### config.mk
export PLATFORM = sky130hd
export DESIGN_NAME = partition_check
export DESIGN_NICKNAME = d
export VERILOG_FILES = /design/src/design/sec_mem_pkg.sv /design/src/design/partition_check.sv
export SDC_FILE = /design/constraint.sdc
export NUM_CORES = 1
export LEC_CHECK = 0
export BUFFER_PORTS_ARGS = -buffer_cell sky130_fd_sc_hd__buf_2
export CORE_AREA = 2 2 242 244
export CTS_BUF_LIST = sky130_fd_sc_hd__clkbuf_4
export CTS_CLUSTER_DIAMETER = 120
export DETAILED_ROUTE_END_ITERATION = 12
export DIE_AREA = 0 0 244 246
export HOLD_SLACK_MARGIN = 0.03
export MAX_ROUTING_LAYER = met4
export SYNTH_ARGS = -nofsm -noshare
export SYNTH_HDL_FRONTEND = slang
export SYNTH_SLANG_ARGS = --single-unit
### constraint.sdc
create_clock -name clk -period 2.3 [get_ports clk]
set_input_delay 0.23 -clock clk [delete_from_list [all_inputs] [get_ports clk]]
set_output_delay 0.23 -clock clk [all_outputs]
set_load 0.01 [all_outputs]
### src/design/sec_mem_pkg.sv
/*
 * shared widths, opcodes and DMA states
 * request, response and DMA command structs
 */

package sec_mem_pkg;

	//======================================================================
	// widths
	//======================================================================

	localparam int ADDR_W     = 32;
	localparam int DATA_W     = 128;
	localparam int OPAQUE_W   = 8;
	localparam int LINE_BYTES = 16;
	localparam int NLINES_W   = 8;

	//======================================================================
	// opcodes and states
	//======================================================================

	typedef enum logic [0:0] {
		MEM_READ  = 1'b0,
		MEM_WRITE = 1'b1
	} mem_op_e;

	typedef enum logic [2:0] {
		DMA_IDLE,
		DMA_RD_REQ,
		DMA_RD_WAIT,
		DMA_WR_REQ,
		DMA_WR_WAIT,
		DMA_DONE
	} dma_state_e;

	//======================================================================
	// channel payloads
	//======================================================================

	// domain 1 is secure
	typedef struct packed {
		mem_op_e             op;
		logic [OPAQUE_W-1:0] opaque;
		logic [ADDR_W-1:0]   addr;
		logic [DATA_W-1:0]   data;
		logic                domain;
	} mem_req_t;

	typedef struct packed {
		mem_op_e             op;
		logic [OPAQUE_W-1:0] opaque;
		logic [DATA_W-1:0]   data;
		logic                fail;
	} mem_resp_t;

	typedef struct packed {
		logic [ADDR_W-1:0]   src;
		logic [ADDR_W-1:0]   dest;
		logic [NLINES_W-1:0] nlines;
		logic                domain;
	} dma_cmd_t;

endpackage
### src/design/partition_check.sv
/*
 * domain-versus-partition access check
 * blocked requests are answered here with a fail response
 */

`timescale 1ns/1ps

module partition_check #(
	parameter logic [sec_mem_pkg::ADDR_W-1:0] p_partition_addr = 32'h0000_0800
) (
	input  logic                   clk,
	input  logic                   arst_n,

	input  sec_mem_pkg::mem_req_t  in_req,
	input  logic                   in_req_val,
	output logic                   in_req_rdy,
	output sec_mem_pkg::mem_resp_t in_resp,
	output logic                   in_resp_val,
	input  logic                   in_resp_rdy,

	output sec_mem_pkg::mem_req_t  mem_req,
	output logic                   mem_req_val,
	input  logic                   mem_req_rdy,
	input  sec_mem_pkg::mem_resp_t mem_resp,
	input  logic                   mem_resp_val,
	output logic                   mem_resp_rdy
);

	import sec_mem_pkg::*;

	mem_resp_t fail_resp;
	logic      fail_val;
	logic      blocked;
	logic      blk_fire;

	// insecure domain may not reach the upper partition
	assign blocked = !in_req.domain && (in_req.addr >= p_partition_addr);

	assign mem_req     = in_req;
	assign mem_req_val = in_req_val && !blocked && !fail_val;
	assign in_req_rdy  = !fail_val && (blocked || mem_req_rdy);
	assign blk_fire    = in_req_val && blocked && !fail_val;

	assign in_resp      = fail_val ? fail_resp : mem_resp;
	assign in_resp_val  = fail_val || mem_resp_val;
	assign mem_resp_rdy = in_resp_rdy && !fail_val;

	always_ff @(posedge clk or negedge arst_n) begin
		if (!arst_n)
			fail_val <= 1'b0;
		else if (blk_fire)
			fail_val <= 1'b1;
		else if (in_resp_rdy)
			fail_val <= 1'b0;
	end

	always_ff @(posedge clk) begin
		if (blk_fire) begin
			fail_resp.op     <= in_req.op;
			fail_resp.opaque <= in_req.opaque;
			fail_resp.data   <= '0;
			fail_resp.fail   <= 1'b1;
		end
	end

endmodule

==> qor.yml <==
status: "complete, no violations"
startpoint_type: "register"
drtIter0Drc: 66
critPathKind: "register to output port"
layout_min_cycle_time_ps: 1900
rsz0062_at_grt: "no"
worstHoldPathType: "input port to register"
place_ws_ps: 242
drt-vias-per-instance: 2.15
p_int_mw: 0.661
clock_latency_ps: 260
syn_area_um2: 2660
synth_warnings: 0
max_slew.worst_pin.slew_ps: 714
r2r_setup_slack_ps: 600
total_power_mw: 1.19
period_share: 0.824
pwr-share-clk: 0.098
synth_top_area_frac: 0.480
holdPathStages: 1
fmax_mhz: 527
coreArea_um2: 57400
synthTopCellsByArea: "buf_4 (48%), nor2b_1 (31%), edfxtp_1 (10%), mux2_2 (3.8%), clkbuf_1 (2.1%)"
drt-pass1-iter-count: 4
cp.arrival_ps: 1670
rows: 88
dr_wl_met2_mm: 5.70
cap_viol_max_count: 0
clockBufferDepth: 2
critPathMaxFanout: 52
grt_pass1_vias: 2721
clock_sinks: 10
io_pins: 626
synth_common_cells: "buf_4 (170), nor2b_1 (130), clkbuf_1 (15)"
drive_above_1_share: 0.705
required_ps: 2070
finalClockSkew_ps: 7.17
worst_slack_ps: 404
ys_ff_latch: 10
fin_nets: 834
synth_edf_count: 9
cp-end-kind: "output port"
power_density_nw_per_um2: 291
place_congestion: 0.838
worstRegToRegCells: 3
start_util: 0.0463
finalHoldViolCount: 0
setup_viol: 0
cts_tree: "done"
netSwitchingFraction: 0.446
whs_ps: 160
synth-async-reset-ratio: 0.100
grt_max_degree: 73
antenna_found_initial: 11
numPortBuffers: 347
seq_area_um2: 299
maxSlewViolCount: 0
yosysTopAreaCell: "buf_4"
fin_setup_tns_ps: 0
r2r-start: "fail_val$_DFFE_PN0P_"
synth_ff_type: "edfxtp_1"
vias: 2779
fillCellCount: 6776
syn_inst: 351
wl_met1_mm: 5.15
pwr-share-seq: 0.189
slew-limit-headroom: 0.522
drcViolationCount: 0
die-area_um2: 60000
cts.clk_slew.worst_paths_ps: 70
ys_types: 18
cts_max_level: 1
grt_usage: 0.0459
utilization: 0.0715
avgSynthCellArea_um2: 7.57
pwr-share-comb: 0.713
synth_fp_nets: 665
met3_wirelength_mm: 3.08
grt_pass1_wl_mm: 18.9
die_h_um: 246
regToRegEndpoint: "fail_resp[132]$_DFFE_PP_"
cts_buffers: 3
ir_drop_uv: 304
multi_input_area_um2: 1010
p_sw_mw: 0.531
die_w_um: 244
area_growth_pct: 54.3
leakage_nw: 1.95
cts_resized: 0
wl_per_cell_um: 11.6
synth_seq_area_share: 0.111
cts-root-buf: "clkbuf_4"
grt_overflow: 0
postRouteAntennaNets: 0
synth.most_common_cell: "buf_4"
hp-start: "in_req[165]"
top_layer: "met4"
dp_hpwl_mm: 13.6
hold_end: "fail_resp[133]$_DFFE_PP_"
postRouteWirelength_mm: 14.9
-- power groups by stage --
stage | Sequential (mW) | Combinational [mW] | Clock, mW
6_report | 0.226 | 0.849 | 0.117
5_1_grt | 0.229 | 0.936 | 0.128
2_1_floorplan | 0.214 | 0.675 | 0
3_3_place_gp | 0.230 | 0.855 | 0
4_1_cts | 0.226 | 0.866 | 0.122
3_5_place_dp | 0.230 | 0.861 | 0
-- cell usage in the layout (no fill, tap or decap) --
cell type / Yosys / routed
nand2_1: 1 / 1
mux2_2: 9 / 9
or2_2: 2 / 2
inv_1: 3 / 3
nor3_1: 1 / 1
o22ai_1: 1 / 1
buf_2: 1 / 347
nor2_1: 1 / 1
or4_4: 1 / 1
clkinv_1: 0 / 1
nand4_1: 1 / 1
edfxtp_1: 9 / 9
diode_2: 0 / 8
clkbuf_4: 0 / 3
dlygate4sd3_1: 0 / 1
nor2b_1: 130 / 130
buf_4: 170 / 1
o41ai_4: 1 / 1
nor4_1: 3 / 3
a21oi_1: 1 / 1
buf_12: 0 / 1
dfrtp_4: 0 / 1
-- area by class of cell --
type,instances,area share
inverters,3,0.00274
multi-input cells,152,0.247
flip-flops and latches,10,0.0729
clock inverters,1,0.000915
diodes,8,0.00488
repair buffers,350,0.432
clock buffers,3,0.00549
well taps,765,0.233
-- stage by stage --
stage,std cells,instance area (um^2)
after floorplan,351,2660
after global routing,1292,4100
final,1292,4100
after detailed placement,1279,4050
after global placement,1279,4050
after CTS,1284,4080
-- state kept, by name, summed over array words and instances (netlist names) --
register / flops
fail_resp: 9
fail_val: 1
-- timing repair --
action / in CTS / in global routing
hold buffers: 1 / 0
setup buffers: 0 / 0
endpoints found under the hold margin: 1 / 0
endpoints found under the setup margin: 0 / 0
-- per-layer routing --
metal  global-route usage  vias to the layer above
met4               0.0298                        0
met5                    -                        -
met2               0.0617                      326
li1                     -                     1246
met1               0.0449                     1129
met3               0.0365                       78
-- critical path, cell delays in order (launching register included) --
cell     delay [ps]
dfrtp_4         570
buf_4           470
nor2b_1         150
buf_2           180
-- logic make-up after synthesis --
| logic type | count (synthesis) | share of synthesized area |
|---|---|---|
| DFF | 10 | 0.111 |
| buffers and inverters | 189 | 0.507 |
| and+or+nand+nor | 140 | 0.329 |
| muxes | 9 | 0.0381 |
| AOI/OAI and AO/OA | 3 | 0.0146 |
-- how the worst max path moves through the flow --
stage,startpoint,to,slack [ps],cells past startpoint
2_1_floorplan,fail_val$_DFFE_PN0P_,fail_resp[129]$_DFFE_PP_,690,5
3_3_place_gp,in_req[160],fail_resp[129]$_DFFE_PP_,260,4
3_5_place_dp,in_req[160],fail_resp[129]$_DFFE_PP_,240,4
4_1_cts,in_req[160],in_req_rdy,310,5
5_1_grt,in_req[150],in_req_rdy,260,6
6_report,fail_val$_DFFE_PN0P_,in_resp[108],400,3
(Power assumes the default switching activity.)
