===== config.mk =====
export PLATFORM = sky130hd
export DESIGN_NAME = dma_ctrl_fsm
export DESIGN_NICKNAME = d
export VERILOG_FILES = /design/src/design/sec_mem_pkg.sv /design/src/design/dma_ctrl_fsm.sv
export SDC_FILE = /design/constraint.sdc
export NUM_CORES = 1
export LEC_CHECK = 0
export ABC_AREA = 1
export BUFFER_PORTS_ARGS = -buffer_cell sky130_fd_sc_hd__buf_4
export CORE_AREA = 10 10 171 173
export CTS_CLUSTER_DIAMETER = 200
export CTS_CLUSTER_SIZE = 30
export DETAILED_ROUTE_END_ITERATION = 8
export DIE_AREA = 0 0 181 183
export PLACE_DENSITY = 0.54
export SYNTH_ARGS = -nofsm -noshare
export SYNTH_HDL_FRONTEND = slang
export SYNTH_SLANG_ARGS = --single-unit

===== constraint.sdc =====
create_clock -name clk -period 7.7 [get_ports clk]
set_input_delay 1.155 -clock clk [delete_from_list [all_inputs] [get_ports clk]]
set_output_delay 1.155 -clock clk [all_outputs]
set_load 0.1 [all_outputs]

===== src/design/sec_mem_pkg.sv =====
/*
 * shared widths, opcodes and DMA states
 * request, response and DMA command structs
 */

package sec_mem_pkg;

	//======================================================================
	// widths
	//======================================================================

	localparam int ADDR_W     = 32;
	localparam int DATA_W     = 128;
	localparam int OPAQUE_W   = 8;
	localparam int LINE_BYTES = 16;
	localparam int NLINES_W   = 8;

	//======================================================================
	// opcodes and states
	//======================================================================

	typedef enum logic [0:0] {
		MEM_READ  = 1'b0,
		MEM_WRITE = 1'b1
	} mem_op_e;

	typedef enum logic [2:0] {
		DMA_IDLE,
		DMA_RD_REQ,
		DMA_RD_WAIT,
		DMA_WR_REQ,
		DMA_WR_WAIT,
		DMA_DONE
	} dma_state_e;

	//======================================================================
	// channel payloads
	//======================================================================

	// domain 1 is secure
	typedef struct packed {
		mem_op_e             op;
		logic [OPAQUE_W-1:0] opaque;
		logic [ADDR_W-1:0]   addr;
		logic [DATA_W-1:0]   data;
		logic                domain;
	} mem_req_t;

	typedef struct packed {
		mem_op_e             op;
		logic [OPAQUE_W-1:0] opaque;
		logic [DATA_W-1:0]   data;
		logic                fail;
	} mem_resp_t;

	typedef struct packed {
		logic [ADDR_W-1:0]   src;
		logic [ADDR_W-1:0]   dest;
		logic [NLINES_W-1:0] nlines;
		logic                domain;
	} dma_cmd_t;

endpackage

===== src/design/dma_ctrl_fsm.sv =====
/*
 * DMA control FSM
 * copies one line at a time as a read followed by a write
 */

`timescale 1ns/1ps

module dma_ctrl_fsm (
	input  logic                              clk,
	input  logic                              arst_n,

	input  sec_mem_pkg::dma_cmd_t             cmd,
	input  logic                              cmd_val,
	output logic                              cmd_rdy,

	output logic                              cnt_load,
	output logic                              cnt_step,
	input  logic [sec_mem_pkg::ADDR_W-1:0]    cur_src,
	input  logic [sec_mem_pkg::ADDR_W-1:0]    cur_dest,
	input  logic                              last,

	output sec_mem_pkg::mem_req_t             mem_req,
	output logic                              mem_req_val,
	input  logic                              mem_req_rdy,
	input  sec_mem_pkg::mem_resp_t            mem_resp,
	input  logic                              mem_resp_val,
	output logic                              mem_resp_rdy,

	output logic                              done,
	output logic                              fail
);

	import sec_mem_pkg::*;

	localparam logic [OPAQUE_W-1:0] DMA_OPAQUE = 'hd0;

	dma_state_e        state;
	dma_state_e        state_nxt;
	logic              fail_r;
	logic              domain_r;
	logic [DATA_W-1:0] line_buf;
	logic              cmd_fire;
	logic              resp_fire;

	assign cmd_rdy      = (state == DMA_IDLE);
	assign cmd_fire     = cmd_val && cmd_rdy;
	assign cnt_load     = cmd_fire;
	assign mem_req_val  = (state == DMA_RD_REQ) || (state == DMA_WR_REQ);
	assign mem_resp_rdy = (state == DMA_RD_WAIT) || (state == DMA_WR_WAIT);
	assign resp_fire    = mem_resp_val && mem_resp_rdy;
	assign cnt_step     = (state == DMA_WR_WAIT) && resp_fire && !mem_resp.fail && !last;
	assign done         = (state == DMA_DONE);
	assign fail         = done && fail_r;

	// read from src, write to dest
	always_comb begin
		mem_req        = '0;
		mem_req.opaque = DMA_OPAQUE;
		mem_req.domain = domain_r;
		if (state == DMA_WR_REQ) begin
			mem_req.op   = MEM_WRITE;
			mem_req.addr = cur_dest;
			mem_req.data = line_buf;
		end else begin
			mem_req.op   = MEM_READ;
			mem_req.addr = cur_src;
		end
	end

	always_comb begin
		state_nxt = state;
		case (state)
			DMA_IDLE:    if (cmd_fire) state_nxt = (cmd.nlines == '0) ? DMA_DONE : DMA_RD_REQ;
			DMA_RD_REQ:  if (mem_req_rdy) state_nxt = DMA_RD_WAIT;
			DMA_RD_WAIT: if (resp_fire) state_nxt = mem_resp.fail ? DMA_DONE : DMA_WR_REQ;
			DMA_WR_REQ:  if (mem_req_rdy) state_nxt = DMA_WR_WAIT;
			DMA_WR_WAIT: if (resp_fire) state_nxt = (mem_resp.fail || last) ? DMA_DONE : DMA_RD_REQ;
			default:     state_nxt = DMA_IDLE;
		endcase
	end

	always_ff @(posedge clk or negedge arst_n) begin
		if (!arst_n) begin
			state  <= DMA_IDLE;
			fail_r <= 1'b0;
		end else begin
			state <= state_nxt;
			if (cmd_fire)
				fail_r <= 1'b0;
			else if (resp_fire && mem_resp.fail)
				fail_r <= 1'b1;
		end
	end

	always_ff @(posedge clk) begin
		if (cmd_fire)
			domain_r <= cmd.domain;
		if (state == DMA_RD_WAIT && resp_fire)
			line_buf <= mem_resp.data;
	end

endmodule


==> impl_metrics.ini <==
[outcome]
status = completed

[synth]
synth_top_area_cell = edfxtp_1
synthesis.area_um2 = 6630
yosysWarningCount = 0
seq_area_frac_synth_pct = 60.0
synth_area_per_cell_um2 = 11.5
synth_edf_count = 129
synthFlopType = edfxtp_1
synth-seq-cells = 133
yosysUniqueCellTypes = 20
synth_area_leaders = edfxtp_1 58%, nor2_4 17%, inv_1 7.8%
synth.top_cell.area_share_pct = 58.5
synthCells = 574
postSynth.asyncResetShare_pct = 3.01

[route]
first_pass_iters = 4
via_count = 4903
wire_per_inst_um = 15.9
first_iter_violations = 222
final_antenna_net_count = 0
vias_per_cell = 3.78
route.detailed.drc = 0
routed_wl_mm = 20.6

[setup_path]
crit_type = flip-flop to output port
cp-start-kind = flip-flop
r2r_cells = 5
end_kind = output port
crit_fanout = 89
cp.arrival_ps = 3140
cp.required_ps = 6550
rrSetupSlack_ps = 4800

[placed_design]
place_inst = 1266
portBuffers = 376
gp_congestion = 0.839
dp_hpwl_mm = 16.3

[floorplan]
chipHeight_um = 183
coreArea_um2 = 25800
die_w_um = 181
die_area_um2 = 33100
initial_core_util_pct = 25.7
num_io_pins = 458
row_count = 59

[timing]
relSlewSlack_pct = 28.8
worstMarginPinSlew_ps = 1070
finalCriticalPeriod_ps = 4290
maxSlewViolCount = 0
fin_skew_ps = 7.67
setup_violations = 0
hold_violations = 0
clock.fmax_mhz = 233
fin_tns_setup_ps = 0
min_period_over_period_pct = 55.8
rsz0062_at_grt = no

[layout]
nets = 1231
drive_above_1_share_pct = 53.4
utilization_pct = 39.5
num_antenna_cells = 0
final_cell_mix = 380 x buf_4, 138 x inv_1, 129 x edfxtp_1, 116 x nand2_1, 102 x nor2_4
finalNonFillerCells = 1297
syn_to_final_growth_pct = 53.5
final_common_cell = buf_4

[clock_network]
cts-root-buf = clkbuf_16
clock_latency_ps = 410
clk_path_buf_depth = 2
htreeDepth = 4
cts_tree = yes
clkTransAtPathRegs_ps = 60
cts.sinks = 133
post_cts_resized = 0
cts-hold-fix-buffers = 0
post_cts_buffers = 0
cts_inserted_buffers = 17

[global_routing]
overflow = 0
grt_usage_pct = 12.1
grt_max_degree = 90
grt_pass1_vias = 5245
grt_pass1_wl_mm = 31.0
antenna_found_initial = 0

[power_and_ir_drop]
p_leak_nw = 4.83
power_density_nw_per_um2 = 406
peakVddDrop_v = 0.000211
total_power_mw = 4.13

[run]
max_cap_violations = 0

[hold_path]
hold_class = flip-flop to flip-flop
hold_path_depth = 2
==> stage by stage <==
stage	hold slack (ps)	area, um2	worst slack (ps)
global route	510	10200	3230
CTS	510	10200	3420
floorplan	497	6650	547
finish	520	10200	3410
detailed placement	515	9620	3880
global placement	518	9620	3860
==> power breakdown <==
part | switching (mW) | internal [mW] | total [mW] | leakage [nW]
logic | 1.98 | 0.444 | 2.42 | 3.34
registers | 0.0346 | 0.908 | 0.942 | 1.22
clock network | 0.321 | 0.445 | 0.766 | 0.262
total | 2.33 | 1.80 | 4.13 | 4.83
==> logic make-up (layout without fill, tap and decap cells) <==
group	Yosys count	in the layout	share of synthesized area, %
AOI/OAI and AO/OA	4	4	0.302
and+or+nand+nor	266	266	26.9
DFF	133	133	60.0
other	2	8	0.113
buffers and inverters	169	551	12.8
==> registers in the layout (all words and copies together) (netlist names) <==
signal	flops
line_buf	128
fail_r	1
domain_r	1
state	3
==> worst max-delay path, cell delays in order (launching register included) <==
cell	delay, ps
dfrtp_1	450
inv_2	110
nor2_4	60
nand2_8	580
buf_4	920
nor2_1	100
buf_4	270
==> layer usage <==
layer  GRT usage, %  wire (um)  vias to the layer above
met1           13.1       7760                     2218
met3           5.49       2040                        8
met2           20.9      10600                      220
li1               -          -                     2457
met5              0          0                        -
met4           3.35        187                        0
==> path summary, 6_finish.rpt <==
check | from | to
min in group asynchronous | arst_n | fail_r$_DFFE_PN0P_
max in group asynchronous | arst_n | state[0]$_DFFE_PN0P_
setup reg to reg | state[2]$_DFFE_PN0P_ | line_buf[102]$_DFFE_PP_
hold reg to reg | fail_r$_DFFE_PN0P_ | fail_r$_DFFE_PN0P_
hold / removal | fail_r$_DFFE_PN0P_ | fail_r$_DFFE_PN0P_
setup / recovery | state[1]$_DFFE_PN0P_ | mem_req[27]
==> final cells by class <==
class	instances	area [um2]
multi-input combinational	278	1850
timing repair buffer	380	2850
fill	2620	15600
clock inverter	14	126
clock buffer	17	425
tap	335	419
inverter	140	526
sequential	133	3970
==> Yosys cell counts (3+ instances only) <==
cell,number
buf_12,10
buf_2,6
buf_4,9
clkbuf_1,3
dfrtp_1,4
edfxtp_1,129
inv_1,138
nand2_1,116
nand3_1,6
nor2_1,38
nor2_4,101
Note: power is estimated with default switching activity, not from simulation.
