`config.mk`:
```
export PLATFORM = sky130hd
export DESIGN_NAME = mem_arbiter
export DESIGN_NICKNAME = d
export VERILOG_FILES = /design/src/design/sec_mem_pkg.sv /design/src/design/mem_arbiter.sv
export SDC_FILE = /design/constraint.sdc
export NUM_CORES = 1
export LEC_CHECK = 0
export ABC_AREA = 1
export BUFFER_PORTS_ARGS = -buffer_cell sky130_fd_sc_hd__buf_2
export CAP_MARGIN = 0
export CORE_AREA = 2 2 370 372
export CTS_BUF_LIST = sky130_fd_sc_hd__clkbuf_4
export DETAILED_ROUTE_END_ITERATION = 10
export DIE_AREA = 0 0 372 374
export PLACE_DENSITY = 0.3
export SYNTH_ARGS = -nofsm -noshare
export SYNTH_HDL_FRONTEND = slang
export SYNTH_SLANG_ARGS = --single-unit
```
`constraint.sdc`:
```
create_clock -name clk -period 2.88 [get_ports clk]
set_input_delay 0.288 -clock clk [delete_from_list [all_inputs] [get_ports clk]]
set_output_delay 0.288 -clock clk [all_outputs]
set_load 0.05 [all_outputs]
```
`src/design/sec_mem_pkg.sv`:
```
/*
 * shared widths, opcodes and DMA states
 * request, response and DMA command structs
 */

package sec_mem_pkg;

	//======================================================================
	// widths
	//======================================================================

	localparam int ADDR_W     = 32;
	localparam int DATA_W     = 128;
	localparam int OPAQUE_W   = 8;
	localparam int LINE_BYTES = 16;
	localparam int NLINES_W   = 8;

	//======================================================================
	// opcodes and states
	//======================================================================

	typedef enum logic [0:0] {
		MEM_READ  = 1'b0,
		MEM_WRITE = 1'b1
	} mem_op_e;

	typedef enum logic [2:0] {
		DMA_IDLE,
		DMA_RD_REQ,
		DMA_RD_WAIT,
		DMA_WR_REQ,
		DMA_WR_WAIT,
		DMA_DONE
	} dma_state_e;

	//======================================================================
	// channel payloads
	//======================================================================

	// domain 1 is secure
	typedef struct packed {
		mem_op_e             op;
		logic [OPAQUE_W-1:0] opaque;
		logic [ADDR_W-1:0]   addr;
		logic [DATA_W-1:0]   data;
		logic                domain;
	} mem_req_t;

	typedef struct packed {
		mem_op_e             op;
		logic [OPAQUE_W-1:0] opaque;
		logic [DATA_W-1:0]   data;
		logic                fail;
	} mem_resp_t;

	typedef struct packed {
		logic [ADDR_W-1:0]   src;
		logic [ADDR_W-1:0]   dest;
		logic [NLINES_W-1:0] nlines;
		logic                domain;
	} dma_cmd_t;

endpackage
```
`src/design/mem_arbiter.sv`:
```
/*
 * two-requester memory arbiter, requester 0 first
 * one access in flight, response steered back to its owner
 */

`timescale 1ns/1ps

module mem_arbiter (
	input  logic                   clk,
	input  logic                   arst_n,

	input  sec_mem_pkg::mem_req_t  req0,
	input  logic                   req0_val,
	output logic                   req0_rdy,
	output sec_mem_pkg::mem_resp_t resp0,
	output logic                   resp0_val,
	input  logic                   resp0_rdy,

	input  sec_mem_pkg::mem_req_t  req1,
	input  logic                   req1_val,
	output logic                   req1_rdy,
	output sec_mem_pkg::mem_resp_t resp1,
	output logic                   resp1_val,
	input  logic                   resp1_rdy,

	output sec_mem_pkg::mem_req_t  req,
	output logic                   req_val,
	input  logic                   req_rdy,
	input  sec_mem_pkg::mem_resp_t resp,
	input  logic                   resp_val,
	output logic                   resp_rdy
);

	import sec_mem_pkg::*;

	logic busy;
	logic owner;
	logic sel;

	// fixed priority while free
	assign sel      = !req0_val;
	assign req      = sel ? req1 : req0;
	assign req_val  = !busy && (req0_val || req1_val);
	assign req0_rdy = !busy && req_rdy;
	assign req1_rdy = !busy && !req0_val && req_rdy;

	assign resp0     = resp;
	assign resp1     = resp;
	assign resp0_val = busy && !owner && resp_val;
	assign resp1_val = busy && owner && resp_val;
	assign resp_rdy  = busy && (owner ? resp1_rdy : resp0_rdy);

	always_ff @(posedge clk or negedge arst_n) begin
		if (!arst_n) begin
			busy  <= 1'b0;
			owner <= 1'b0;
		end else if (req_val && req_rdy) begin
			busy  <= 1'b1;
			owner <= sel;
		end else if (resp_val && resp_rdy) begin
			busy <= 1'b0;
		end
	end

endmodule

```
==> reports/summary.log <==
INFO  outcome        status=finished, final reports clean
INFO  placement      preCtsSetupSlack=868ps
INFO  final_layout   layout.cells.most_common=sky130_fd_sc_hd__nand2_1
INFO  critical_path  r2r-end=owner
INFO  floorplan      initial_utilization=3.19%
INFO  floorplan      die-area=139000µm²
INFO  critical_path  arrival=1630ps
INFO  hold_path      hold_path.class=input pin to register
INFO  logic_synthesis synth-warning-count=0
INFO  detailed_routing routed_via_density=2.02
INFO  grt            grt_first_pass_wirelength=45500µm
INFO  grt            grt_max_degree=84
INFO  timing         setup_viol=0
INFO  floorplan      fp.coreArea=135000µm²
INFO  placement      placedCellCount=2849
INFO  floorplan      die_h=374µm
INFO  final_layout   nets=1560
INFO  final_layout   drive_above_1_share=50.2%
INFO  clock_network  ctsResizeCount=0
INFO  timing         final_hold_slack=442ps
INFO  clock_network  clk_pin_slew=30ps
INFO  logic_synthesis synth.area.top_cells=sky130_fd_sc_hd__buf_4 (48%), sky130_fd_sc_hd__nand2_1 (45%), sky130_fd_sc_hd__buf_2 (3.5%), sky130_fd_sc_hd__dfrtp_1 (1.2%), sky130_fd_sc_hd__clkbuf_1 (0.61%)
INFO  detailed_routing first_pass_iters=4
INFO  floorplan      io_pins=938
INFO  detailed_routing drt_iter0_drc=255
INFO  timing         post-route-worst-setup-slack=960ps
INFO  timing         fmax=0.521GHz
INFO  timing         final.period_utilization=66.7%
INFO  critical_path  critPathRequiredTime=2590ps
INFO  final_layout   mostFrequentLayoutCells=sky130_fd_sc_hd__nand2_1 (518), sky130_fd_sc_hd__buf_2 (501), sky130_fd_sc_hd__buf_12 (26)
INFO  logic_synthesis post_synth.cell_area_avg=5.08µm²
INFO  detailed_routing avgRoutedWirePerCell=13.0µm
INFO  power          power.ir.vdd_worst=0.103mV
INFO  clock_network  clk-insertion-delay-late=230ps
INFO  floorplan      rows=135
INFO  detailed_routing dr_total_vias=5776
INFO  run            maxCapViolCount=0
INFO  placement      hpwl=34000µm
INFO  final_layout   synthToLayoutAreaGrowth=72.6%
INFO  logic_synthesis netlist.area_leader.share=48.1%
INFO  timing         finalMaxSlewViolations=0
INFO  placement      placement.cell_area=7370µm²
INFO  power          static-leakage-power=3.88nW
INFO  critical_path  worst_setup_path_start_kind=input pin
INFO  timing         fin_skew=5.30ps
INFO  clock_network  clock-root-buffer=sky130_fd_sc_hd__clkbuf_4
INFO  detailed_routing route.final.wire_length=37300µm
INFO  detailed_routing drc=0
INFO  grt            antenna_found_initial=15
INFO  power          power.density_cell_area=263nW/µm²
INFO  logic_synthesis syn_inst=848
INFO  placement      routabilityCongestion=0.757
INFO  logic_synthesis synth_area_leader=sky130_fd_sc_hd__buf_4
INFO  timing         tightestPinTransition=609ps
INFO  final_layout   cell_area_after_layout=7440µm²
INFO  timing         final_period_minus_worst_setup_slack=1920ps
INFO  floorplan      fp.dieW=372µm
INFO  hold_path      hold_path_startpoint=resp_val
INFO  grt            globalRouteOverflowTotal=0
INFO  critical_path  reg2reg_setup_slack=1560ps
INFO  logic_synthesis syn_area=4310µm²
INFO  hold_path      holdPathStages=4
INFO  critical_path  r2r_start=busy
INFO  clock_network  cts_tree=built
INFO  logic_synthesis synth.distinct_cells=13
INFO  clock_network  cts.htree.levels=1
INFO  clock_network  clk_path_buf_depth=2
INFO  critical_path  worstPathMaxFanout=37
INFO  critical_path  timing.setup.critical_path_class=input pin to output port
INFO  logic_synthesis ys_seq_area_share=1.16%
INFO  grt            first_global_vias=5761
INFO  placement      port_buffers=523
INFO  clock_network  tritoncts.num_buffers=3
INFO  hold_path      worstHoldEndpoint=busy
INFO  timing         final_layout_setup_total_negative_slack=0ps
INFO  critical_path  worst_setup_path_end_kind=output port
INFO  grt            global_route_total_usage_across_every_layer=4.84%
INFO  timing         max_slew_margin=59.4%
INFO  final_layout   stdcell_count=2865
INFO  logic_synthesis synth.ff_latch_count=2
INFO  clock_network  cts.sink_count=2
INFO  logic_synthesis postSynthNetCount=1334
INFO  timing         setup_repair_after_global_routing_missed_its_margin=no
INFO  critical_path  worst-r2r-cell-count=5
INFO  detailed_routing ant_nets=0
INFO  timing         timing.final.hold_violations=0
per-layer routing:
metal  global-route usage, %  vias to the layer above  share of wire, %
li1                        -                     2699                 -
met1                    6.50                     2357                44
met2                    6.82                      676                37
met3                    2.50                       34                16
met4                   0.761                       10               2.0
met5                   0.874                        -              0.35
cell usage after synthesis:
master                     instances
sky130_fd_sc_hd__clkbuf_2          1
sky130_fd_sc_hd__nor3_1            1
sky130_fd_sc_hd__nor2_1            5
sky130_fd_sc_hd__inv_1             3
sky130_fd_sc_hd__clkbuf_1          7
sky130_fd_sc_hd__inv_2             1
sky130_fd_sc_hd__a21boi_0          1
sky130_fd_sc_hd__dfrtp_1           2
sky130_fd_sc_hd__nand3_1           1
sky130_fd_sc_hd__buf_2            30
sky130_fd_sc_hd__nand2_1         518
sky130_fd_sc_hd__buf_4           276
sky130_fd_sc_hd__o21ai_0           2
area by class of cell:
class                           instances  area (µm²)
Sequential cell                         2        50.0
Tap cell                             1781        2230
Multi-Input combinational cell        528        1990
Inverter                                4        20.0
Timing Repair Buffer                  535        3090
Antenna cell                           12        30.0
Fill cell                           16200      128000
Clock buffer                            3        22.5
sequential cells by signal, indices dropped and copies added, names as in the netlist:
signal,cells
owner,1
busy,1
through the flow:
stage	power, W	util [%]
after global routing	0.00210	5.49
after global placement	0.00195	5.46
final	0.00195	5.51
after CTS	0.00201	5.49
after floorplan	0.00215	-
after detailed placement	0.00194	5.46
logic make-up after synthesis:
logic type	synth area share, %
flops	1.16
compound gates	0.407
simple gates	45.8
buf+inv	52.6
repair_timing:
item	in CTS	in global routing
hold endpoints to repair	2	0
buffers inserted	0	0
setup endpoints to repair	0	0
hold buffers	1	0
worst max-delay path by stage:
| stage | from | to | slack (ps) | cells after the start |
|---|---|---|---|---|
| 6_report | req0_val | req[1] | 960 | 6 |
| 5_1_grt | req0_val | req[121] | 830 | 6 |
| 3_5_place_dp | req0_val | req[121] | 870 | 6 |
| 4_1_cts | req0_val | req[121] | 870 | 6 |
| 2_1_floorplan | owner | resp_rdy | 970 | 3 |
| 3_3_place_gp | req0_val | req[121] | 860 | 6 |
worst max-delay path: stages:
cell and delay [ps]:
sky130_fd_sc_hd__buf_6 160, sky130_fd_sc_hd__inv_6 390, sky130_fd_sc_hd__buf_12 230, sky130_fd_sc_hd__nand2_1 80
sky130_fd_sc_hd__nand2_1 120, sky130_fd_sc_hd__buf_2 280
power by group:
| group | total [W] | internal, W | switching, W |
|---|---|---|---|
| Sequential | 0.0000890 | 0.0000415 | 0.0000475 |
| Clock | 0.0000657 | 0.0000463 | 0.0000194 |
| Combinational | 0.00180 | 0.000503 | 0.00130 |
| Total | 0.00195 | 0.000590 | 0.00136 |
No activity file was read; power rests on OpenSTA's default activity.
