$ cat src/design/sec_mem_pkg.sv
/*
 * shared widths, opcodes and DMA states
 * request, response and DMA command structs
 */

package sec_mem_pkg;

	//======================================================================
	// widths
	//======================================================================

	localparam int ADDR_W     = 32;
	localparam int DATA_W     = 128;
	localparam int OPAQUE_W   = 8;
	localparam int LINE_BYTES = 16;
	localparam int NLINES_W   = 8;

	//======================================================================
	// opcodes and states
	//======================================================================

	typedef enum logic [0:0] {
		MEM_READ  = 1'b0,
		MEM_WRITE = 1'b1
	} mem_op_e;

	typedef enum logic [2:0] {
		DMA_IDLE,
		DMA_RD_REQ,
		DMA_RD_WAIT,
		DMA_WR_REQ,
		DMA_WR_WAIT,
		DMA_DONE
	} dma_state_e;

	//======================================================================
	// channel payloads
	//======================================================================

	// domain 1 is secure
	typedef struct packed {
		mem_op_e             op;
		logic [OPAQUE_W-1:0] opaque;
		logic [ADDR_W-1:0]   addr;
		logic [DATA_W-1:0]   data;
		logic                domain;
	} mem_req_t;

	typedef struct packed {
		mem_op_e             op;
		logic [OPAQUE_W-1:0] opaque;
		logic [DATA_W-1:0]   data;
		logic                fail;
	} mem_resp_t;

	typedef struct packed {
		logic [ADDR_W-1:0]   src;
		logic [ADDR_W-1:0]   dest;
		logic [NLINES_W-1:0] nlines;
		logic                domain;
	} dma_cmd_t;

endpackage
$ cat src/design/dma_line_counter.sv
/*
 * DMA address stepper and remaining-line counter
 */

`timescale 1ns/1ps

module dma_line_counter (
	input  logic                             clk,
	input  logic                             arst_n,
	input  logic                             load,
	input  logic                             step,
	input  logic [sec_mem_pkg::ADDR_W-1:0]   src_in,
	input  logic [sec_mem_pkg::ADDR_W-1:0]   dest_in,
	input  logic [sec_mem_pkg::NLINES_W-1:0] nlines_in,
	output logic [sec_mem_pkg::ADDR_W-1:0]   cur_src,
	output logic [sec_mem_pkg::ADDR_W-1:0]   cur_dest,
	output logic                             last,
	output logic                             empty
);

	import sec_mem_pkg::*;

	logic [NLINES_W-1:0] count;

	assign last  = (count == NLINES_W'(1));
	assign empty = (count == '0);

	always_ff @(posedge clk or negedge arst_n) begin
		if (!arst_n)
			count <= '0;
		else if (load)
			count <= nlines_in;
		else if (step && !empty)
			count <= count - 1'b1;
	end

	// one line per step
	always_ff @(posedge clk) begin
		if (load) begin
			cur_src  <= src_in;
			cur_dest <= dest_in;
		end else if (step) begin
			cur_src  <= cur_src + ADDR_W'(LINE_BYTES);
			cur_dest <= cur_dest + ADDR_W'(LINE_BYTES);
		end
	end

endmodule

$ cat config.mk
export PLATFORM = sky130hd
export DESIGN_NAME = dma_line_counter
export DESIGN_NICKNAME = d
export VERILOG_FILES = /design/src/design/sec_mem_pkg.sv /design/src/design/dma_line_counter.sv
export SDC_FILE = /design/constraint.sdc
export NUM_CORES = 1
export LEC_CHECK = 0
export ABC_AREA = 1
export ABC_CLOCK_PERIOD_IN_PS = 2520
export BUFFER_PORTS_ARGS = -buffer_cell sky130_fd_sc_hd__buf_2
export CORE_ASPECT_RATIO = 0.7
export CORE_MARGIN = 2
export CORE_UTILIZATION = 41
export CTS_CLUSTER_SIZE = 24
export DETAILED_ROUTE_END_ITERATION = 10
export GPL_TIMING_DRIVEN = 1
export PLACE_DENSITY_LB_ADDON = 0.12
export SYNTH_ARGS = -nofsm -noshare
export SYNTH_HDL_FRONTEND = slang
export SYNTH_SLANG_ARGS = --single-unit
export TNS_END_PERCENT = 100
$ cat constraint.sdc
create_clock -name clk -period 2.52 [get_ports clk]
set_input_delay 0.126 -clock clk [delete_from_list [all_inputs] [get_ports clk]]
set_output_delay 0.126 -clock clk [all_outputs]
set_load 0.01 [all_outputs]
==> qor.json, run 1 <==
{
  "hold_depth": {"value": 3},
  "edff_count_synth": {"value": 64},
  "detailedPlace.worstSlack": {"value": 0.820, "unit": "ns"},
  "first_global_vias": {"value": 4202},
  "antenna_violations_before_repair": {"value": 0},
  "gr-total-overflow": {"value": 0},
  "route.detailed.wl_per_inst": {"value": 13.7, "unit": "um"},
  "maxCapViolations": {"value": 0},
  "ys_seq_elements": {"value": 72},
  "status": {"value": "completed"},
  "timing.slew.headroom": {"value": 40.1, "unit": "%"},
  "worstRegToRegCells": {"value": 7},
  "synthFlopType": {"value": "sky130_fd_sc_hd__edfxtp_1"},
  "hold_path_class": {"value": "in -> reg"},
  "area_growth": {"value": 25.0, "unit": "%"},
  "timing.final.hold_violations": {"value": 0},
  "num-nets-final": {"value": 895},
  "gp_congestion": {"value": 0.973},
  "synthDistinctLibCells": {"value": 28},
  "largest_stage_delay_on_the_critical_path": {"value": 0.41, "unit": "ns"},
  "clock_insertion_delay_worst_skew": {"value": 0.34, "unit": "ns"},
  "synthesis.area": {"value": 4840, "unit": "um2"},
  "timing.critical_path.required": {"value": 2.62, "unit": "ns"},
  "period_needed": {"value": 1.72, "unit": "ns"},
  "drc": {"value": 0},
  "synthCells": {"value": 672},
  "unrepaired_setup_endpoints_after_global_routing": {"value": "no"},
  "num_io_pins": {"value": 142},
  "start_util": {"value": 41.7, "unit": "%"},
  "mappedNetlistNets": {"value": 753},
  "clkTransAtPathRegs": {"value": 0.06, "unit": "ns"},
  "clock_sink_count": {"value": 72},
  "asyncSetResetFlopFracSynth": {"value": 11.1, "unit": "%"},
  "grt_start_max_net_pins": {"value": 92},
  "top_fanout_value_on_the_critical_path": {"value": 5},
  "postRouteWirelength": {"value": 13400, "unit": "um"},
  "min_period_over_period": {"value": 68.1, "unit": "%"},
  "vias_after_detailed_routing": {"value": 4660},
  "die_x": {"value": 134, "unit": "um"},
  "timing.critical_path.depth": {"value": 7},
  "gr-usage-all-layers": {"value": 21.3, "unit": "%"},
  "cpLargestDelayFamily": {"value": "simple AND/OR/NAND/NOR gates"},
  "grt_pass1_wl": {"value": 21100, "unit": "um"},
  "slowest_stage": {"value": "sky130_fd_sc_hd__edfxtp_1"},
  "fp.coreArea": {"value": 11600, "unit": "um2"},
  "cts-resized-gates": {"value": 0},
  "design.die.area": {"value": 12700, "unit": "um2"},
  "cts-root-to-sink-buffers": {"value": 2},
  "cts_tree": {"value": "yes"},
  "numCtsBuffers": {"value": 9},
  "synth_area_per_cell": {"value": 7.21, "unit": "um2"},
  "part_of_the_yosys_area_used_for_sequential_elements": {"value": 43.8, "unit": "%"},
  "worstPathBufferInverterCount": {"value": 0},
  "die_h": {"value": 94.9, "unit": "um"},
  "n_antenna_cell": {"value": 0},
  "worst_slew_pin_slew": {"value": 0.898, "unit": "ns"},
  "antenna_left": {"value": 0},
  "final_layout_size_suffix_gt1_share": {"value": 24.9, "unit": "%"},
  "cell_row_count": {"value": 33},
  "cp_data_arrival_time": {"value": 1.81, "unit": "ns"},
  "yosys_warnings": {"value": 0},
  "timing.clock.skew": {"value": 0.00673, "unit": "ns"},
  "h-tree-depth": {"value": 3},
  "power_leakage": {"value": 2.93, "unit": "nW"},
  "finalWorstSetupSlack": {"value": 0.804, "unit": "ns"},
  "slew_violations": {"value": 0},
  "firstDrtPassIters": {"value": 5},
  "clock_tree.root_cell": {"value": "sky130_fd_sc_hd__clkbuf_16"},
  "post_drt_via_cell_ratio": {"value": 4.77},
  "endpoint_kind": {"value": "flop"},
  "place.detailed.hpwl": {"value": 9950, "unit": "um"},
  "worstSetupStartpointType": {"value": "flop"},
  "cts_setup_buffers": {"value": 0},
  "numPortBuffers": {"value": 141},
  "power_density": {"value": 599, "unit": "nW/um2"},
  "setup_total_negative_slack": {"value": 0, "unit": "ns"},
  "fin_hold_ws": {"value": 0.0440, "unit": "ns"},
  "critPathKind": {"value": "reg -> reg"},
  "achievable-frequency": {"value": 0.583, "unit": "GHz"},
  "cells_along_the_critical_path": {"value": "ha_1 -> nand3_1 -> nor2_2 -> nand3_1 -> xnor2_1 -> nand2_1 -> nand2_1"},
  "final-setup-viol-count": {"value": 0},
  "ir_worst_vdd": {"value": 421, "unit": "uV"},
  "drt-initial-drc-count": {"value": 335}
}
per-stage QoR:
step	cells	cell area (um2)	util [%]	total power [mW]
final	976	6050	52.2	3.63
after global routing	976	6050	52.2	3.82
after CTS	976	6050	52.2	3.67
after detailed placement	958	5730	49.4	2.32
after global placement	958	5730	49.4	2.31
after floorplan	672	4840	-	2.03
cell usage after synthesis, types with 2 or more instances:
cell type                  instances  area (um2)
sky130_fd_sc_hd__clkbuf_1          8        30.0
sky130_fd_sc_hd__buf_2             8        40.0
sky130_fd_sc_hd__nor2_1           76         285
sky130_fd_sc_hd__nand2_1         296        1110
sky130_fd_sc_hd__a21oi_1           7        35.0
sky130_fd_sc_hd__or2_2             2        12.5
sky130_fd_sc_hd__edfxtp_1         64        1920
sky130_fd_sc_hd__dfrtp_1           8         200
sky130_fd_sc_hd__xnor2_1           3        26.3
sky130_fd_sc_hd__o21ai_0          24         120
sky130_fd_sc_hd__nor2_4           11         124
sky130_fd_sc_hd__nand4_1           4        25.0
sky130_fd_sc_hd__o21ai_1           3        15.0
sky130_fd_sc_hd__o21bai_1          3        22.5
sky130_fd_sc_hd__inv_1            54         203
sky130_fd_sc_hd__nand2_4           3        33.8
sky130_fd_sc_hd__nor2_2           13        81.3
sky130_fd_sc_hd__xor2_1           18         158
sky130_fd_sc_hd__a31oi_1           3        18.8
sky130_fd_sc_hd__ha_1              5        62.6
sky130_fd_sc_hd__nand3_1          41         205
sky130_fd_sc_hd__nand2_2          12        75.1
final timing paths:
kind | start | to | slack, ns
max in group asynchronous | arst_n | count[2] | 2.18
max | cur_dest[5] | cur_dest[18] | 0.80
min reg2reg | count[7] | count[7] | 0.57
min | src_in[3] | cur_src[3] | 0.04
max reg2reg | cur_dest[5] | cur_dest[18] | 0.80
min in group asynchronous | arst_n | count[0] | 0.16
sequential cells by signal, indices dropped and copies added, names as in the netlist:
register,flops
count,8
cur_src,32
cur_dest,32
report_power, final:
group	internal, mW	switching, mW
Sequential	1.46	0.158
Combinational	0.269	0.414
Clock	0.777	0.547
Total	2.51	1.12
final cells by class:
class,instances,area [um2]
Clock buffer,9,225
Clock inverter,7,78.8
Timing Repair Buffer,147,781
Multi-Input combinational cell,529,2440
Tap cell,157,196
Sequential cell,72,2120
Fill cell,1164,5550
Inverter,55,206
cell families (layout without fill, tap and decap cells):
logic type / count (synthesis) / in the layout / synth area share [%]
compound gates: 41 / 41 / 4.55
simple gates: 462 / 462 / 40.8
buf+inv: 71 / 218 / 5.71
flops: 72 / 72 / 43.8
xor+xnor: 21 / 21 / 3.80
fa+ha+maj: 5 / 5 / 1.29
what timing repair did:
action,in CTS,in global routing
hold endpoints to repair,9,0
endpoints found under the setup margin,0,0
hold buffers,2,0
worst min-delay path, stage by stage:
cell and delay [ns]:
sky130_fd_sc_hd__buf_2 0.07, sky130_fd_sc_hd__nand2_1 0.04, sky130_fd_sc_hd__inv_1 0.04
layer usage:
layer | track usage (%) | vias up | share of wire [%]
li1 | - | 2413 | -
met1 | 31.9 | 2095 | 51
met2 | 30.2 | 139 | 41
met3 | 5.15 | 13 | 6.9
met4 | 5.94 | 0 | 1.3
met5 | 0 | - | 0
cell usage in the layout, fill, tap and decap left out, drive strengths merged, types with 5 or more instances in the layout:
cell type,n
dfrtp,8
buf,145
o21ai,28
clkbuf,9
xor2,18
nand3,41
edfxtp,64
a21oi,7
nor2,100
inv,57
ha,5
nand2,311
(Power assumes the default switching activity.)
==> run 2: changes to the inputs <==
--- a/config.mk
+++ b/config.mk
@@ -6,7 +6,7 @@
 export NUM_CORES = 1
 export LEC_CHECK = 0
 export ABC_AREA = 1
-export ABC_CLOCK_PERIOD_IN_PS = 2520
+export ABC_CLOCK_PERIOD_IN_PS = 1500
 export BUFFER_PORTS_ARGS = -buffer_cell sky130_fd_sc_hd__buf_2
 export CORE_ASPECT_RATIO = 0.7
 export CORE_MARGIN = 2
==> constraint.sdc (replaced) <==
create_clock -name clk -period 1.5 [get_ports clk]
set_input_delay 0.075 -clock clk [delete_from_list [all_inputs] [get_ports clk]]
set_output_delay 0.075 -clock clk [all_outputs]
set_load 0.01 [all_outputs]
==> qor.json, run 2 (same netlist as run 1, synthesis figures left out) <==
{
  "gp_congestion": {"value": 0.883},
  "firstDrtPassIters": {"value": 4},
  "endpoint_kind": {"value": "flop"},
  "post-route-util": {"value": 62.9, "unit": "%"},
  "cells_along_the_critical_path": {"value": "buf_6 -> nand2_4 -> nor2_4 -> nand2_4 -> buf_12 -> nor2_4 -> nand3_2 -> nand3_2 -> nand2_2"},
  "top_fanout_value_on_the_critical_path": {"value": 3},
  "cts_tree": {"value": "yes"},
  "finish.instance_area": {"value": 7300, "unit": "um2"},
  "cts-root-to-sink-buffers": {"value": 2},
  "drc": {"value": 0},
  "timing.final.hold_violations": {"value": 0},
  "first_global_vias": {"value": 4685},
  "die_h": {"value": 94.9, "unit": "um"},
  "slew_violations": {"value": 0},
  "layout.cells.most_common": {"value": "sky130_fd_sc_hd__nand2_1"},
  "power_density": {"value": 901, "unit": "nW/um2"},
  "cpLargestDelayFamily": {"value": "simple AND/OR/NAND/NOR gates"},
  "cp_data_arrival_time": {"value": 1.65, "unit": "ns"},
  "finalWorstSetupSlack": {"value": -0.0571, "unit": "ns"},
  "maxCapViolations": {"value": 0},
  "power.switching_fraction": {"value": 31.1, "unit": "%"},
  "cell_row_count": {"value": 33},
  "timing.clock.skew": {"value": 0.00381, "unit": "ns"},
  "met2RoutedLength": {"value": 6710, "unit": "um"},
  "unrepaired_setup_endpoints_after_global_routing": {"value": "yes"},
  "ir_worst_vdd": {"value": 760, "unit": "uV"},
  "gr-usage-all-layers": {"value": 22.8, "unit": "%"},
  "numCtsBuffers": {"value": 9},
  "numPortBuffers": {"value": 141},
  "postRouteWirelength": {"value": 15100, "unit": "um"},
  "routed.top_layer": {"value": "met4"},
  "start_util": {"value": 41.7, "unit": "%"},
  "power.net_switching": {"value": 2.04, "unit": "mW"},
  "final-setup-viol-count": {"value": 12},
  "critPathKind": {"value": "reg -> reg"},
  "worst_slew_pin_slew": {"value": 0.481, "unit": "ns"},
  "grt_pass1_wl": {"value": 22800, "unit": "um"},
  "clock_insertion_delay_worst_skew": {"value": 0.33, "unit": "ns"},
  "met1Wirelength": {"value": 7170, "unit": "um"},
  "clock_sink_count": {"value": 72},
  "layout.cells.most_common_list": {"value": "270 x sky130_fd_sc_hd__nand2_1, 141 x sky130_fd_sc_hd__buf_2, 100 x sky130_fd_sc_hd__buf_4"},
  "biggestRegsByFlops": {"value": "cur_dest x32, cur_src x32, count x8"},
  "period_needed": {"value": 1.56, "unit": "ns"},
  "hold_path_class": {"value": "in -> reg"},
  "timing.slew.headroom": {"value": 67.9, "unit": "%"},
  "power.share.combinational": {"value": 26.0, "unit": "%"},
  "n_antenna_cell": {"value": 0},
  "achievable-frequency": {"value": 0.642, "unit": "GHz"},
  "internal-power": {"value": 4.53, "unit": "mW"},
  "hold_depth": {"value": 3},
  "status": {"value": "finished with violations"},
  "final_layout_size_suffix_gt1_share": {"value": 42.1, "unit": "%"},
  "area_growth": {"value": 50.7, "unit": "%"},
  "die_x": {"value": 134, "unit": "um"},
  "worstRegToRegCells": {"value": 9},
  "clkTransAtPathRegs": {"value": 0.06, "unit": "ns"},
  "largest_stage_delay_on_the_critical_path": {"value": 0.40, "unit": "ns"},
  "num-nets-final": {"value": 1005},
  "antenna_violations_before_repair": {"value": 0},
  "worstPathBufferInverterCount": {"value": 2},
  "vias_after_detailed_routing": {"value": 5218},
  "timing.critical_path.depth": {"value": 9},
  "power_frac_clock": {"value": 33.0, "unit": "%"},
  "min_period_over_period": {"value": 104, "unit": "%"},
  "slowest_stage": {"value": "sky130_fd_sc_hd__edfxtp_1"},
  "antenna_left": {"value": 0},
  "fp.coreArea": {"value": 11600, "unit": "um2"},
  "design.die.area": {"value": 12700, "unit": "um2"},
  "num_io_pins": {"value": 142},
  "gr-total-overflow": {"value": 0},
  "fillCellCount": {"value": 1063},
  "power_frac_seq": {"value": 41.0, "unit": "%"},
  "power_leakage": {"value": 3.54, "unit": "nW"},
  "clock_tree.root_cell": {"value": "sky130_fd_sc_hd__clkbuf_16"},
  "placed_area": {"value": 6170, "unit": "um2"},
  "worstSetupStartpointType": {"value": "flop"},
  "grt_start_max_net_pins": {"value": 60},
  "route.detailed.wl_per_inst": {"value": 13.9, "unit": "um"},
  "failed_checks": {"value": "setup timing"},
  "timing.critical_path.required": {"value": 1.59, "unit": "ns"},
  "met3_length": {"value": 1060, "unit": "um"},
  "place.detailed.hpwl": {"value": 10500, "unit": "um"},
  "post_drt_via_cell_ratio": {"value": 4.80},
  "drt-initial-drc-count": {"value": 262},
  "h-tree-depth": {"value": 3}
}
==> run 2: final cells by class <==
class                           instances  area (um2)  area share, %
Inverter                               55         206           2.83
Sequential cell                        72        2120           29.1
Clock inverter                          7        72.6          0.995
Tap cell                              157         196           2.69
Clock buffer                            9         225           3.09
Timing Repair Buffer                  257        1650           22.7
Multi-Input combinational cell        529        2820           38.6
==> run 2: repair_timing <==
action | CTS | global route
pin swaps | 5 | 51
hold buffers | 8 | 0
gates resized for setup | 15 | 110
setup buffers | 9 | 37
endpoints found under the setup margin | 21 | 44
hold endpoints to repair | 15 | 0
==> run 2: worst paths after layout <==
path | slack [ns] | end | start
max | -0.06 | cur_dest[23] | cur_dest[5]
min | 0.008 | cur_src[30] | src_in[30]
max reg2reg | -0.06 | cur_dest[23] | cur_dest[5]
min reg2reg | 0.58 | count[2] | count[2]
max in group asynchronous | 1.21 | count[2] | arst_n
min in group asynchronous | 0.11 | count[2] | arst_n
==> run 2: routing by layer <==
| layer | track usage (%) | up-vias |
|---|---|---|
| li1 | - | 2643 |
| met1 | 33.5 | 2392 |
| met2 | 34.3 | 168 |
| met3 | 5.42 | 15 |
| met4 | 4.17 | 0 |
| met5 | 0 | - |
==> run 2: per-stage QoR <==
| step | hold WS, ns | instances | total power [mW] | setup WS (ns) | TNS, ns |
|---|---|---|---|---|---|
| after floorplan | -0.221 | 672 | 3.41 | -0.0351 | -0.0423 |
| after global placement | -0.0682 | 1016 | 4.07 | -0.104 | -0.317 |
| after detailed placement | -0.0651 | 1016 | 4.10 | -0.133 | -0.569 |
| after CTS | 0.0000655 | 1049 | 6.36 | -0.0579 | -0.283 |
| after global routing | 0.0133 | 1086 | 6.88 | -0.162 | -3.21 |
| final | 0.00763 | 1086 | 6.57 | -0.0571 | -0.336 |
==> run 2: power by group through the flow <==
stage          Combinational (mW)  Sequential [mW]  Clock, mW
4_1_cts                      1.46             2.68       2.22
5_1_grt                      1.89             2.73       2.27
3_3_place_gp                 1.36             2.71          0
3_5_place_dp                 1.38             2.72          0
6_report                     1.71             2.70       2.17
2_1_floorplan               0.624             2.79          0
==> run 2: worst register-to-register path, stage by stage (launching register included) <==
cell,delay [ns]
sky130_fd_sc_hd__edfxtp_1,0.40
sky130_fd_sc_hd__buf_6,0.13
sky130_fd_sc_hd__nand2_4,0.05
sky130_fd_sc_hd__nor2_4,0.16
sky130_fd_sc_hd__nand2_4,0.10
sky130_fd_sc_hd__buf_12,0.14
sky130_fd_sc_hd__nor2_4,0.14
sky130_fd_sc_hd__nand3_2,0.09
sky130_fd_sc_hd__nand3_2,0.06
sky130_fd_sc_hd__nand2_2,0.04
